## config.mk

```make
export PLATFORM = sky130hd
export DESIGN_NAME = fpu_ss_instr_buffer
export DESIGN_NICKNAME = d
export VERILOG_FILES = /design/src/logic/fpu_ss_pkg.sv /design/src/logic/fpu_ss_instr_buffer.sv
export SDC_FILE = /design/constraint.sdc
export NUM_CORES = 1
export LEC_CHECK = 0
export BUFFER_PORTS_ARGS = -buffer_cell sky130_fd_sc_hd__buf_2
export CAP_MARGIN = 20
export CORE_MARGIN = 4
export CORE_UTILIZATION = 45
export DETAILED_ROUTE_END_ITERATION = 7
export PLACE_DENSITY = 0.77
export SLEW_MARGIN = 20
export SYNTH_ARGS = -nofsm -noshare
export SYNTH_HDL_FRONTEND = slang
export SYNTH_SLANG_ARGS = --single-unit
```

## constraint.sdc

```tcl
create_clock -name clk_i -period 2.7 [get_ports clk_i]
set_input_delay 0.27 -clock clk_i [delete_from_list [all_inputs] [get_ports clk_i]]
set_output_delay 0.27 -clock clk_i [all_outputs]
set_load 0.005 [all_outputs]
```

## src/logic/fpu_ss_pkg.sv

```systemverilog
package fpu_ss_pkg;

  // register file size, one bit per register in the scoreboard
  localparam int unsigned NUM_REGS = 32;

  // instruction buffer entries
  localparam int unsigned BUF_DEPTH = 4;

  // cycles from issue to writeback strobe
  localparam int unsigned EXEC_LAT = 3;

  // operand and result value
  typedef logic [31:0] data_t;

  // register index
  typedef logic [4:0] reg_addr_t;

  // immediate of load-immediate, zero-extended in the pipeline
  typedef logic [15:0] imm_t;

  // buffer fill level, must reach BUF_DEPTH
  typedef logic [2:0] buf_cnt_t;

  // instruction opcodes
  // codes 5..7 are unused and decode as no-operand writers
  typedef enum logic [2:0] {
    OP_LI   = 3'd0,
    OP_MOV  = 3'd1,
    OP_ADD  = 3'd2,
    OP_SUB  = 3'd3,
    OP_MADD = 3'd4
  } opcode_e;

  // source of an operand slot
  // REG_A/B/C map to rs1/rs2/rs3
  typedef enum logic [1:0] {
    NONE  = 2'd0,
    REG_A = 2'd1,
    REG_B = 2'd2,
    REG_C = 2'd3
  } op_select_e;

endpackage : fpu_ss_pkg

```

## src/logic/fpu_ss_instr_buffer.sv

```systemverilog
`timescale 1ns/10ps

module fpu_ss_instr_buffer (
  input  logic                  clk_i,
  input  logic                  rst_ni,
  // push side, one entry per offload strobe
  input  logic                  push_i,
  input  fpu_ss_pkg::opcode_e   push_op_i,
  input  fpu_ss_pkg::reg_addr_t push_rd_i,
  input  fpu_ss_pkg::reg_addr_t push_rs1_i,
  input  fpu_ss_pkg::reg_addr_t push_rs2_i,
  input  fpu_ss_pkg::reg_addr_t push_rs3_i,
  input  fpu_ss_pkg::imm_t      push_imm_i,
  // pop side, head entry is read without latency
  input  logic                  pop_i,
  output logic                  head_valid_o,
  output fpu_ss_pkg::opcode_e   head_op_o,
  output fpu_ss_pkg::reg_addr_t head_rd_o,
  output fpu_ss_pkg::reg_addr_t head_rs1_o,
  output fpu_ss_pkg::reg_addr_t head_rs2_o,
  output fpu_ss_pkg::reg_addr_t head_rs3_o,
  output fpu_ss_pkg::imm_t      head_imm_o,
  output logic                  full_o
);
  import fpu_ss_pkg::*;

  // entry storage
  opcode_e   op_q  [BUF_DEPTH];
  reg_addr_t rd_q  [BUF_DEPTH];
  reg_addr_t rs1_q [BUF_DEPTH];
  reg_addr_t rs2_q [BUF_DEPTH];
  reg_addr_t rs3_q [BUF_DEPTH];
  imm_t      imm_q [BUF_DEPTH];

  // pointers and fill level
  logic [$clog2(BUF_DEPTH)-1:0] wr_ptr_q;
  logic [$clog2(BUF_DEPTH)-1:0] rd_ptr_q;
  buf_cnt_t                     cnt_q;
  buf_cnt_t                     cnt_d;

  // fill level, push and pop together cancel out
  always_comb begin
    case ({push_i, pop_i})
      2'b10:   cnt_d = cnt_q + 1'b1;
      2'b01:   cnt_d = cnt_q - 1'b1;
      default: cnt_d = cnt_q;
    endcase
  end

  always_ff @(posedge clk_i or negedge rst_ni) begin
    if (!rst_ni) begin
      wr_ptr_q <= '0;
      rd_ptr_q <= '0;
      cnt_q    <= '0;
    end else begin
      cnt_q <= cnt_d;
      // pointers wrap at the last entry
      if (push_i) begin
        wr_ptr_q <= (wr_ptr_q == BUF_DEPTH - 1) ? '0 : wr_ptr_q + 1'b1;
      end
      if (pop_i) begin
        rd_ptr_q <= (rd_ptr_q == BUF_DEPTH - 1) ? '0 : rd_ptr_q + 1'b1;
      end
    end
  end

  always_ff @(posedge clk_i) begin
    if (push_i) begin
      op_q[wr_ptr_q]  <= push_op_i;
      rd_q[wr_ptr_q]  <= push_rd_i;
      rs1_q[wr_ptr_q] <= push_rs1_i;
      rs2_q[wr_ptr_q] <= push_rs2_i;
      rs3_q[wr_ptr_q] <= push_rs3_i;
      imm_q[wr_ptr_q] <= push_imm_i;
    end
  end

  // head entry straight from storage
  assign head_valid_o = (cnt_q != '0);
  assign head_op_o    = op_q[rd_ptr_q];
  assign head_rd_o    = rd_q[rd_ptr_q];
  assign head_rs1_o   = rs1_q[rd_ptr_q];
  assign head_rs2_o   = rs2_q[rd_ptr_q];
  assign head_rs3_o   = rs3_q[rd_ptr_q];
  assign head_imm_o   = imm_q[rd_ptr_q];
  assign full_o       = (cnt_q == buf_cnt_t'(BUF_DEPTH));

  // host has no back-pressure and must watch the full flag
  a_no_push_full: assert property (@(posedge clk_i) disable iff (!rst_ni)
    push_i |-> !full_o) else $error("offload while buffer full");

  // issue controller only pops a valid head
  a_no_pop_empty: assert property (@(posedge clk_i) disable iff (!rst_ni)
    pop_i |-> head_valid_o) else $error("pop from empty buffer");

endmodule : fpu_ss_instr_buffer

```

# After elaboration in Yosys (flattened, before gate mapping)
# Memories as Yosys holds them, arrays and structs flattened.
# Index checks and enable logic that the tools add are counted.
dict set report totals {
  regBits 7
  mem_count 6
  ram_bits 156
  out_inout_bits 41
  elab_cells 25
}
dict set report classes {
  n_eq_ne 5
  add_sub_neg 4
  n_mux 5
  n_reduce_logical 2
}
# memory words word_bits read_ports rd_ports_with_merged_regs wr line_no
set memory_table {}
lappend memory_table {imm_q 4 16 1 0 1 fpu_ss_instr_buffer.sv:33} ;# imm_t imm_q [BUF_DEPTH];
lappend memory_table {rd_q 4 5 1 0 1 fpu_ss_instr_buffer.sv:29} ;# reg_addr_t rd_q [BUF_DEPTH];
lappend memory_table {rs1_q 4 5 1 0 1 fpu_ss_instr_buffer.sv:30} ;# reg_addr_t rs1_q [BUF_DEPTH];
lappend memory_table {rs2_q 4 5 1 0 1 fpu_ss_instr_buffer.sv:31} ;# reg_addr_t rs2_q [BUF_DEPTH];
lappend memory_table {rs3_q 4 5 1 0 1 fpu_ss_instr_buffer.sv:32} ;# reg_addr_t rs3_q [BUF_DEPTH];
lappend memory_table {op_q 4 3 1 0 1 fpu_ss_instr_buffer.sv:28} ;# opcode_e op_q [BUF_DEPTH];
# op n
set op_table {}
lappend op_table {{$eq 2x2->1 const B} 3}
lappend op_table {{$pmux 3 s2} 1}
lappend op_table {{$add 2x1->2 const B} 2}
lappend op_table {{$mux 2} 2}
lappend op_table {{$add 3x1->3 const B} 1}
lappend op_table {{$eq 3x3->1 const B} 1}
lappend op_table {{$reduce_bool 3->1} 1}
lappend op_table {{$sub 3x1->3 const B} 1}
lappend op_table {{$eq 2x1->1 const B} 1}
lappend op_table {{$mux 1} 2}
lappend op_table {{$reduce_bool 2->1} 1}

# Logic depth before layout (Yosys ltp)
# Gate-level depths: netlist of run 1.
dict set report logic_depth {
  depth_word 2
  ltp_mapped 7
  depth_no_buf 7
}

# Worst setup path after synthesis of run 1
# No wires, ideal clock.
dict set report synth_timing {
  path_kind {reg-to-reg}
  startpoint {reg wr_ptr_q[0]}
  endpoint {mem imm_q[2][0] in the netlist's numbering, enable pin}
  setup_time_ns 0.400
  synth_period_minus_slack_ns 1.965
  arrival_ns 1.565
  required_time_ns 2.300
  path_stages_with_launch 4
  setup_slack_ns 0.735
  path_cell_list {dfrtp_1 > inv_1 > ha_1 > and2_1}
}
# element line_no
set synth_lines {}
lappend synth_lines {{start: declaration} fpu_ss_instr_buffer.sv:36} ;# logic [$clog2(BUF_DEPTH)-1:0] wr_ptr_q;
lappend synth_lines {{start signal: assignment} fpu_ss_instr_buffer.sv:59} ;# wr_ptr_q <= (wr_ptr_q == BUF_DEPTH - 1) ? '0 : wr_ptr_q + 1'b1;
lappend synth_lines {{end: declaration} fpu_ss_instr_buffer.sv:33}
# No word-level cell before the write port.

# Final worst setup path of run 1
dict set report layout_timing {
  startpoint {reg rd_ptr_q[0]}
  endpoint {out head_op_o[2]}
}
dict set report layout_via {
  elab_chain_len 1
}
# element line_no
set layout_lines {}
lappend layout_lines {{start: declaration} fpu_ss_instr_buffer.sv:37} ;# logic [$clog2(BUF_DEPTH)-1:0] rd_ptr_q;
lappend layout_lines {{start signal: assignment} fpu_ss_instr_buffer.sv:62} ;# rd_ptr_q <= (rd_ptr_q == BUF_DEPTH - 1) ? '0 : rd_ptr_q + 1'b1;
lappend layout_lines {{$mem_v2 4x3} -}
lappend layout_lines {{end: declaration} fpu_ss_instr_buffer.sv:17} ;# output fpu_ss_pkg::opcode_e head_op_o,
# Every way passes these cells.

==> results of run 1 <==
kinds of logic (layout without fill, tap and decap cells):
group / count (synthesis) / count (layout) / synth area share
flip-flops: 163 / 163 / 0.798
multiplexers: 41 / 41 / 0.148
buffers and inverters: 15 / 128 / 0.0220
AND/OR/NAND/NOR: 11 / 11 / 0.00965
adder cells (fa/ha/maj): 7 / 7 / 0.0156
AO/OA/AOI/OAI: 3 / 3 / 0.00246
XOR/XNOR: 3 / 3 / 0.00431
flip-flops by register name, summed over array words and instances (netlist names):
| register | flops |
|---|---|
| rs1_q | 20 |
| imm_q | 64 |
| rd_q | 20 |
| rs3_q | 20 |
| cnt_q | 3 |
| rs2_q | 20 |
| rd_ptr_q | 2 |
| wr_ptr_q | 2 |
| op_q | 12 |
per-stage QoR:
step | setup slack [ns] | power [mW] | utilization | cell area (µm²) | std cells
after floorplan | 0.735 | 4.77 | - | 6090 | 243
after global placement | 0.626 | 5.40 | 0.508 | 6720 | 499
after detailed placement | 0.601 | 5.47 | 0.508 | 6720 | 499
after CTS | 0.123 | 7.80 | 0.552 | 7310 | 532
after global routing | 0.0441 | 8.07 | 0.552 | 7310 | 532
final | 0.223 | 7.68 | 0.552 | 7310 | 532
report_power, final:
| group | internal, mW | switching, mW |
|---|---|---|
| logic | 1.01 | 0.739 |
| registers | 3.25 | 0.362 |
| clock network | 1.43 | 0.883 |
| total | 5.70 | 1.98 |
layout make-up:
cell class	count	share of cell area
clock buffers	24	0.0659
clock inverters	8	0.0137
inverters	6	0.00308
multi-input cells	65	0.151
flip-flops and latches	163	0.665
well taps	176	0.0301
repair buffers	90	0.0712
cell usage after synthesis:
cell | count | area share
sky130_fd_sc_hd__and2_1 | 4 | 0.0041
sky130_fd_sc_hd__and3_1 | 1 | 0.0010
sky130_fd_sc_hd__buf_12 | 4 | 0.013
sky130_fd_sc_hd__buf_2 | 4 | 0.0033
sky130_fd_sc_hd__buf_6 | 1 | 0.0018
sky130_fd_sc_hd__dfrtp_1 | 7 | 0.029
sky130_fd_sc_hd__edfxtp_1 | 156 | 0.77
sky130_fd_sc_hd__fa_1 | 1 | 0.0033
sky130_fd_sc_hd__ha_1 | 6 | 0.012
sky130_fd_sc_hd__inv_1 | 6 | 0.0037
sky130_fd_sc_hd__mux2_2 | 2 | 0.0037
sky130_fd_sc_hd__mux4_1 | 1 | 0.0043
sky130_fd_sc_hd__mux4_2 | 38 | 0.14
sky130_fd_sc_hd__nand2_1 | 2 | 0.0012
sky130_fd_sc_hd__nor2_1 | 2 | 0.0012
sky130_fd_sc_hd__o21ai_0 | 3 | 0.0025
sky130_fd_sc_hd__or3_1 | 2 | 0.0021
sky130_fd_sc_hd__xnor2_1 | 1 | 0.0014
sky130_fd_sc_hd__xor2_1 | 2 | 0.0029
worst reg2reg max path: stages, from the launching register on:
cell,delay (ns)
sky130_fd_sc_hd__dfrtp_2,1.02
sky130_fd_sc_hd__ha_1,0.39
sky130_fd_sc_hd__mux2_2,0.26
per-layer routing:
metal | GRT usage | vias to the layer above
met5 | 0 | -
met4 | 0.0464 | 2
met3 | 0.0545 | 8
met2 | 0.242 | 68
met1 | 0.174 | 1438
li1 | - | 1220
worst min path at each step:
stage,from,to,depth (start not counted)
floorplan,rst_ni,cnt_q[0],0
CTS,push_imm_i[11],imm_q[3][11],1
global route,push_rs1_i[2],rs1_q[1][2],1
detailed placement,rst_ni,cnt_q[2],1
global placement,rst_ni,cnt_q[2],1
finish,push_imm_i[11],imm_q[0][11],1
placed cells by master, fill, tap and decap left out, types with 2 or more instances in the layout:
cell and count:
sky130_fd_sc_hd__nand2_1 2, sky130_fd_sc_hd__xor2_1 2, sky130_fd_sc_hd__ha_1 6, sky130_fd_sc_hd__inv_1 6, sky130_fd_sc_hd__bufinv_16 2, sky130_fd_sc_hd__buf_12 4, sky130_fd_sc_hd__mux2_2 2, sky130_fd_sc_hd__mux4_2 38
sky130_fd_sc_hd__or3_1 2, sky130_fd_sc_hd__clkbuf_8 3, sky130_fd_sc_hd__buf_4 2, sky130_fd_sc_hd__buf_2 83, sky130_fd_sc_hd__clkbuf_16 17, sky130_fd_sc_hd__clkinvlp_4 3, sky130_fd_sc_hd__o21ai_0 3, sky130_fd_sc_hd__and2_2 4
sky130_fd_sc_hd__edfxtp_1 156, sky130_fd_sc_hd__clkbuf_1 4, sky130_fd_sc_hd__nor2_1 2, sky130_fd_sc_hd__dfrtp_1 5
what timing repair did:
| action | 4_1_cts | 5_1_grt |
|---|---|---|
| hold endpoints to repair | 7 | 0 |
| buffers inserted | 0 | 0 |
| hold buffers | 1 | 0 |
==> results, run 1 <==
- The flow ran to the end, and the final reports show no timing, DRC or antenna violations.
- The count of different cell masters after synthesis is 19.
- The critical path start-end classification is flip-flop to output port.
- Summed over all failing endpoints, the final setup total negative slack is 0 ns.
- The first detailed-routing pass took 4 iterations.
- The count of buffers added on input and output ports is 83.
- The area of combinational cells with multiple inputs is between 0.001 and 0.0015 mm².
- The smallest hold slack is 0.0798 ns.
- The first global-routing pass estimated 16.8 mm of wire.
- The H-tree generated during clock tree synthesis spans 4 levels.
- At the pin with the least slew margin, the transition time is roughly 1 ns.
- The stage delay of the slowest cell on the critical path is 0.80 ns.
- The count of pins over their slew limit is 0.
- Wire segments on met3 add up to 593 µm in the final route.
- The global placement routability congestion is 0.690.
- In the final routed layout, each cell accounts on average for 20.1 µm.
- After the last flow step, the layout net total stands at a little under 400.
- In this run, the number of DRC markers left after iteration 0 of detailed routing was ~220.
- The critical path goes through buf_4 > mux4_2 > buf_2.
- The wire length the detailed router placed on met1 is ~4.3 mm.
- Of all nets on the critical path, the largest fanout is 30.
- The total overflow left after global routing is 0.
- The max-capacitance violation count is 0.
- The total standard cell area after synthesis is between 0.006 and 0.007 mm².
- The worst reg-to-reg path cell count is 2.
- Setup violations remaining at the end of the flow were counted as 0.
- For this run, design rule violations remaining after detail routing come to 0.
- The clock tree from TritonCTS is yes.
- The die covers 0.0155 mm².
- The startpoint identified for the worst register-to-register timing path is rd_ptr_q[1].
- The count of antenna-violating nets left after detailed routing is 0.
- Once the clock tree was built, the resizer swapped 0 gates to a different size.
- In the finished design, the share of the clock period the worst path needs comes to 0.917.
- The number of antenna diodes is 0.
- The cell with the biggest individual delay on the critical path is sky130_fd_sc_hd__dfrtp_4.
- The maximum clock frequency is 404 MHz.
- The synthesized instance count is around 240.
- The setup slack on the worst flop-to-flop path is 0.91 ns.
- The clock latency reported for the late side of the worst-skew pair is 0.40 ns.
- STA classifies the critical path startpoint as a flip-flop.
- The number of hold violations in the final report came to 0.
- Detailed routing inserted a total of 2736 vias.
- For this design the ratio of total power to cell area is 1050 mW/mm².
- The routed design has 10.7 mm of wire.
- The die is 124 µm tall.
- Setup repair after global routing left no endpoint under its margin.
- For this run, the number of Yosys warnings is 0.
- Row generation in the floorplan step produced 42 rows.
- The clock period minus final worst setup slack is approximately 2.5 ns.
- The number of buffers created by CTS is 17.
- The worst-case clock skew is 0.00466 ns.
- No sink is reached through more buffers than the 2 on the longest clock path.
- The flip-flop and latch area is 0.00486 mm².
- The worst setup path is captured at an output port.
- The total I/O pin count is 84.
- The maximum number of pins on one net before global-route repair is between 40 and 50.
- Clock tree synthesis found a total of between 150 and 200 sinks.
- The capture point of the worst path is head_op_o[2].
- After clock tree synthesis, the clock-pin slew on the worst setup and hold paths is approximately 0.060 ns.
- The floorplan core area is 0.0132 mm².
- Summed over all cells, the static leakage comes to 2.55 nW.
- Of the synthesized area, sequential elements account for 0.798.
- The synthesized design contains around 160 register bits.
- Detailed routing placed a total of about 5.7 mm of wire on met2.
- In this run the tightest slew margin relative to its limit is 0.333.
- The number of buffer and inverter instances along the worst setup path is 2.
- The initial antenna violation count is 1.
- The critical path starts at rd_ptr_q[0].
- The number of vias per cell after detailed routing is 5.14.
- The cell count along the critical path is 3.
- The starting utilization of the core area is 0.460.
- The worst-case IR drop observed on VDD is 511 µV.
- When the netlist entered floorplanning its net count stood at between 200 and 300.
- The area growth from synthesis to layout is 20.0%.
- The die boundary width is 124 µm.
- Grouping stages by cell kind, the critical path spends the most delay in flip-flops.
- The via count of the first global-routing pass came to between 3000 and 4000.
- A synthesized cell averages 25.1 µm².
- The arrival time at the worst endpoint is around 2.2 ns.
- The endpoint of the worst register-to-register path is rd_ptr_q[1].
- The ratio of cells with drive above 1 in the final layout is 0.455.
- The type of the worst min-delay path is input port to flip-flop.
- Routed signal wires occupy layers up through met5.
- The cell at the root of the clock tree is sky130_fd_sc_hd__clkbuf_16.
- Data on the critical path is required at its endpoint by 2.43 ns.
- The number of fillers in the final layout is 1019.
- The global-route usage over all layers is 0.144.
Power figures use the tool's default switching activity.
==> inputs of run 2 (changes only) <==
Settings changed: CORE_UTILIZATION 45 to 35, PLACE_DENSITY 0.77 to 0.65.
==> run 2 against run 1 <==
First-iteration DRC count down 25%. Routed wire length down 0.29%. Die area up 27%. Design area up 0.99%. Combinational power up 2%. Setup slack better by 0.0024 ns. Clock-buffer cell count down 7. Register-to-register slack better by 0.10 ns.
==> results, run 2 (synthesis gave the netlist of run 1 again) <==
- The flow ran to the end, and the final reports show no timing, DRC or antenna violations.
- Detailed placement ended at an HPWL of 6.80 mm.
- The ratio of cells with drive above 1 in the final layout came to 0.468 (+0.0129).
- The initial antenna violation count is 2 (+1).
- In the layout the commonest cells are sky130_fd_sc_hd__edfxtp_1 (156), sky130_fd_sc_hd__buf_2 (83), sky130_fd_sc_hd__mux4_2 (38), sky130_fd_sc_hd__clkbuf_16 (17), sky130_fd_sc_hd__buf_4 (8).
- Setup repair after global routing left no endpoint under its margin.
- The final routed wire length divided by cell count came to 18.4 µm (-8.4%).
- The die boundary width is 140 µm (+13%).
- TritonCTS built the clock tree.
- The root buffer cell chosen for the clock tree is sky130_fd_sc_hd__clkbuf_16.
- The critical path required time is 2.43 ns (about the same).
- The critical path start-end classification is flip-flop to output port.
- The worst setup path is launched from a flip-flop.
- The remaining routing DRC violations is 0 (unchanged).
- The stage delay of the slowest cell on the critical path is 0.81 ns (about the same).
- The count of pins over their slew limit is 0 (unchanged).
- The via count of the routed design is 2758 (+0.80%).
- The number of fillers in the final layout is 1464 (+44%).
- The pin slew with the least headroom to its limit is 0.601 ns (-0.400 ns).
- The sum of negative setup slack is 0 ns (unchanged).
- The clock sink total is 163 (unchanged).
- The routed wire length is 10.7 mm (-0.29%).
- The height of the die is 140 µm (+13%).
- The area growth from synthesis to final layout is 21.2%.
- On the critical path, the stage with the largest delay is an instance of sky130_fd_sc_hd__dfrtp_4.
- The global-route usage over all layers is 0.117 (-0.0277).
- The worst-case clock skew is 0.0108 ns (+0.00615 ns).
- The via count of the first global-routing pass is 3049 (+1.5%).
- The flip-flop count of the largest register after layout was 64 (unchanged).
- The global-route wire length before repair is 17.2 mm (+2.0%).
- The arrival time at the worst endpoint is 2.20 ns (about the same).
- The post-CTS setup buffer count is 0 (unchanged).
- The DRC violation total after the first TritonRoute iteration came to 163 (-25%).
- Broken down by cell family, the worst path's largest delay share belongs to flip-flops.
- The floorplan core area came to 0.0168 mm² (+27%).
- The final clock period utilization by the worst path is 0.916 (about the same).
- The number of antenna diodes came to 0 (unchanged).
- The clock period minus final worst setup slack was 2.47 ns (-0.00240 ns).
- The static leakage is 2.57 nW (+1.1%).
- The maximum root-to-sink buffer count is 2 (unchanged).
- The tightest min-delay check is of the input port to flip-flop type.
- The starting utilization of the core area came to 0.362 (-0.0978).
- Leaving out fill and tap cells, the most frequent cell in the layout is sky130_fd_sc_hd__edfxtp_1.
- The ratio of total power to cell area was 1050 mW/mm² (+0.30%).
- The floorplan row count is 47 (+12%).
- The count of final setup violators is 0 (unchanged).
- The H-tree depth reported by CTS is 4 (unchanged).
- The total grt overflow is 0 (unchanged).
- The number of vias per cell after detailed routing is 4.76 (-7.4%).
- The maximum clock frequency is 404 MHz (about the same).
- The area enclosed by the die boundary was 0.0196 mm² (+27%).
- The number of placed instances, taps included is 546 (+9.4%).
- The count of non-filler cells in the finished layout came to 579 (+8.8%).
- The total I/O pin count is 84 (unchanged).
- Ranked by flip-flop count, first place goes to imm_q.
- The tightest slew margin relative to the limit is 0.599 (+0.267).
- The critical path goes through buf_4 > mux4_2 > buf_2.
- The maximum fanout encountered on the critical timing path is 30 (unchanged).
- The max-capacitance violation count is 0 (unchanged).
- The peak supply drop is 443 µV (-13%).
- The number of buffers created by CTS is 17 (unchanged).
- The number of buffer cells added on primary ports is 83 (unchanged).
- The number of buffer and inverter instances along the worst setup path was 2 (unchanged).
- The global placement routability congestion is 0.668 (-3.2%).
- The sort of element at the end of the critical path is an output port.
- The clock latency reported for the late side of the worst-skew pair came to 0.42 ns (+0.02 ns).
- The clock-pin slew of the registers on the worst-case setup and hold paths is 0.06 ns (about the same).
- The net count reported at finish is 396 (+0.76%).
- The number of search-and-repair iterations in the first detailed-routing pass is 4 (unchanged).
- The count of antenna-violating nets left after detailed routing is 0 (unchanged).
- The number of hold violations in the final report came to 0 (unchanged).
- The maximum number of pins on one net before global-route repair is 40 (-4.8%).
[run 2: stage by stage]
| step | power (mW) | cell area, µm² | hold WS, ns | util | setup slack, ns |
|---|---|---|---|---|---|
| 6_report | 7.78 | 7390 | 0.0677 | 0.439 | 0.226 |
| 3_5_place_dp | 5.47 | 6760 | 0.118 | 0.402 | 0.594 |
| 5_1_grt | 8.21 | 7390 | 0.0530 | 0.439 | 0.0558 |
| 2_1_floorplan | 4.77 | 6090 | -0.0256 | - | 0.735 |
| 4_1_cts | 7.94 | 7390 | 0.0468 | 0.439 | 0.133 |
| 3_3_place_gp | 5.42 | 6760 | 0.113 | 0.402 | 0.604 |
[run 2: layout make-up]
class	instances	area (µm²)	share of cell area
Sequential cell	163	4860	0.659
Clock inverter	15	189	0.0256
Multi-Input combinational cell	65	1100	0.150
Inverter	6	22.5	0.00305
Clock buffer	17	425	0.0576
Timing Repair Buffer	93	505	0.0684
Tap cell	220	275	0.0373
[run 2: metal layers]
metal | wire [µm] | global-route usage
met1 | 4340 | 0.139
met4 | 206 | 0.0525
met2 | 5450 | 0.191
met3 | 629 | 0.0436
met5 | 27 | 0
[run 2: power by group]
group / leakage (nW) / switching [mW] / internal (mW)
combinational: 0.762 / 0.802 / 0.990
clock: 0.298 / 0.912 / 1.54
sequential: 1.51 / 0.283 / 3.26
total: 2.57 / 2.00 / 5.78
[run 2: path summary, 6_finish.rpt]
check / startpoint / endpoint / slack, ns / cells past startpoint
max: rd_ptr_q[0] / head_rs2_o[2] / 0.23 / 3
min: push_imm_i[2] / imm_q[2][2] / 0.07 / 1
max reg2reg: wr_ptr_q[0] / imm_q[0][3] / 1.01 / 4
min reg2reg: cnt_q[2] / cnt_q[2] / 0.48 / 1
max in group asynchronous: rst_ni / rd_ptr_q[0] / 2.29 / 2
min in group asynchronous: rst_ni / cnt_q[2] / 0.21 / 2
[run 2: what timing repair did]
| item | in CTS | in global routing |
|---|---|---|
| gates resized for setup | 0 | 0 |
| hold buffers | 1 | 0 |
| setup endpoints to repair | 0 | 0 |
| endpoints found under the hold margin | 7 | 0 |
==> inputs of run 3 (changes only) <==
==> constraint.sdc (replaced) <==
create_clock -name clk_i -period 2.7 [get_ports clk_i]
set_input_delay 0.54 -clock clk_i [delete_from_list [all_inputs] [get_ports clk_i]]
set_output_delay 0.54 -clock clk_i [all_outputs]
set_load 0.005 [all_outputs]
==> run 3 against run 2 <==
Cell count grew 0.35%. Via count grew 0.65%. Sequential power is 2% lower. Clock skew is 0.0013 ns higher. Critical path type unchanged. Highest routed layer unchanged.
==> results, run 3 (synthesis gave the netlist of run 1 again) <==
- The final routed wire length divided by cell count is 18.5 µm (+0.64%).
- The maximum fanout encountered on the critical timing path is 17 (-43%).
- The total I/O pin count was 84 (unchanged).
- The launch instance of the worst register-to-register path is wr_ptr_q[0].
- The number of buffer and inverter instances along the worst setup path is 2 (unchanged).
- The H-tree depth reported by CTS is 4 (unchanged).
- The routed wire length is 10.8 mm (+0.99%).
- The via count of the routed design was 2776 (+0.65%).
- The net count reported at finish is 398 (+0.51%).
- The flip-flop count of the largest register after layout is 64 (unchanged).
- The met3 usage in global routing came to 0.0412 (-0.00239).
- The tightest slew margin relative to the limit was 0.656 (+0.0562).
- The count of final setup violators is 0 (unchanged).
- The die boundary width is 140 µm (unchanged).
- The clock latency reported for the late side of the worst-skew pair is 0.42 ns (about the same).
- The peak supply drop is 435 µV (-1.7%).
- The type of the worst min-delay path is input port to flip-flop.
- The DRC violation total after the first TritonRoute iteration is 93 (-43%).
- The clock sink total is 163 (unchanged).
- The final clock period utilization by the worst path came to 0.946 (+0.0296).
- The sum of negative setup slack came to 0 ns (unchanged).
- The total grt overflow is 0 (unchanged).
- The initial antenna violation count came to 1 (-1).
- The sort of element at the end of the critical path is an output port.
- The number of stages on the worst hold path was 1 (unchanged).
- The critical path start-end classification is flip-flop to output port.
- The area enclosed by the die boundary was 0.0196 mm² (unchanged).
- In the layout the commonest cells are sky130_fd_sc_hd__edfxtp_1 (156), sky130_fd_sc_hd__buf_2 (83), sky130_fd_sc_hd__mux4_2 (38), sky130_fd_sc_hd__clkbuf_16 (17), sky130_fd_sc_hd__buf_4 (8).
- The count of antenna-violating nets left after detailed routing is 0 (unchanged).
- The setup slack on the worst flop-to-flop path was 0.96 ns (-0.05 ns).
- The via count of the first global-routing pass is 3012 (-1.2%).
- The starting utilization of the core area is 0.362 (unchanged).
- The number of vias per cell after detailed routing is 4.78 (+0.31%).
- The global-route wire length before repair is 17.1 mm (-0.16%).
- The worst setup path is launched from a flip-flop.
- For hold timing, the worst endpoint is rd_q[1][1].
- The floorplan core area is 0.0168 mm² (unchanged).
- The category of cells accounting for the largest share of critical-path delay is flip-flops.
- The max-capacitance violation count is 0 (unchanged).
- The global-route usage over all layers is 0.117 (about the same).
- The critical path required time is 2.16 ns (-0.27 ns).
- The maximum root-to-sink buffer count is 2 (unchanged).
- The number of buffer cells added on primary ports came to 83 (unchanged).
- The register with the most flip-flops in the final layout is imm_q.
- The global placement routability congestion is 0.686 (+2.7%).
- The worst setup slack after layout is 0.146 ns (-0.0799 ns).
- The met1 demand-to-capacity share in global routing came to 0.146 (+0.00799).
- Traced cell by cell, the critical path runs through buf_4 > mux4_2 > buf_2.
- The floorplan row count is 47 (unchanged).
- The clock-pin slew of the registers on the worst-case setup and hold paths is 0.06 ns (about the same).
- The number of hold-repair buffers added at the cts stage was 1 (unchanged).
- The ratio of cells with drive above 1 in the final layout was 0.474 (+0.00572).
- The pin slew with the least headroom to its limit is 0.516 ns (-0.0843 ns).
- The number of placed instances, taps included was 548 (+0.37%).
- The arrival time at the worst endpoint was 2.01 ns (-0.19 ns).
- The run finished with clean final reports.
- The maximum number of pins on one net before global-route repair was 26 (-35%).
- Setup repair after global routing left no endpoint under its margin.
- The met2 track utilization from global routing is 0.185 (-0.00608).
- The clock tree from TritonCTS is yes.
- The post-CTS setup buffer count was 0 (unchanged).
- The maximum clock frequency is 392 MHz (-3.1%).
- The area growth from synthesis to layout is 20.5%.
- The number of antenna diodes is 0 (unchanged).
- The HPWL reported at the end of detailed placement is 7.02 mm (+3.2%).
- The number of hold violations in the final report is 0 (unchanged).
- The count of pins over their slew limit was 0 (unchanged).
- The number of gates resized after CTS is 0 (unchanged).
- The stage delay of the slowest cell on the critical path is 0.64 ns (-0.17 ns).
- In this run the most critical hold path is launched from push_rd_i[1].
- The height of the die came to 140 µm (unchanged).
- The layer flagged by global routing as most heavily used is met2.
- For this design, the slowest cell found on the critical path is sky130_fd_sc_hd__dfrtp_4.
- The cell at the root of the clock tree is sky130_fd_sc_hd__clkbuf_16.
- The post-placement setup slack is 0.529 ns (-0.0653 ns).
- The clock period minus final worst setup slack came to 2.55 ns (+0.0799 ns).
- The ratio of total power to cell area came to 1030 mW/mm² (-2.7%).
- Leaving out fill and tap cells, the most frequent cell in the layout is sky130_fd_sc_hd__edfxtp_1.
- The worst reg-to-reg path cell count is 4 (unchanged).
- The static leakage is 2.56 nW (-0.56%).
- The endpoint identified for the worst register-to-register timing path is imm_q[2][8].
- The number of search-and-repair iterations in the first detailed-routing pass is 4 (unchanged).
- The number of buffers created by CTS came to 17 (unchanged).
- The count of non-filler cells in the finished layout was 581 (+0.35%).
- The remaining routing DRC violations came to 0 (unchanged).
- The worst-case clock skew is 0.0121 ns (+0.00133 ns).
## run 3: worst max path at each step
stage	endpoint	start	slack, ns	cells past startpoint
floorplan	imm_q[2][0]	wr_ptr_q[0]	0.73	3
global placement	head_rs3_o[1]	rd_ptr_q[0]	0.56	3
detailed placement	head_rs2_o[0]	rd_ptr_q[0]	0.53	3
CTS	head_rs2_o[0]	rd_ptr_q[0]	0.06	3
global route	head_rs2_o[0]	rd_ptr_q[0]	0.003	3
finish	head_rs2_o[0]	rd_ptr_q[0]	0.15	3
## run 3: power breakdown
group,internal [mW],leakage [nW],switching [mW]
Combinational,1.03,0.780,0.889
Sequential,3.25,1.51,0.215
Clock,1.18,0.266,0.955
## run 3: metal layers
metal | wire, µm | vias to the layer above
met5 | 13 | -
met4 | 217 | 2
met3 | 588 | 22
met2 | 5460 | 67
met1 | 4480 | 1450
li1 | - | 1235
## run 3: layout make-up
type	count	area [µm²]
sequential	163	4860
clock buffer	17	425
timing repair buffer	95	546
tap	220	275
multi-input combinational	65	1100
inverter	6	22.5
clock inverter	15	106
fill	1481	9470
## run 3: metrics by stage
stage / hold WS, ns / utilization / total power [mW] / instance area (µm²)
floorplan: 0.244 / - / 4.77 / 6090
global placement: 0.385 / 0.404 / 5.49 / 6800
finish: 0.335 / 0.437 / 7.53 / 7340
CTS: 0.310 / 0.437 / 7.70 / 7340
detailed placement: 0.386 / 0.404 / 5.54 / 6800
global route: 0.321 / 0.437 / 7.97 / 7340
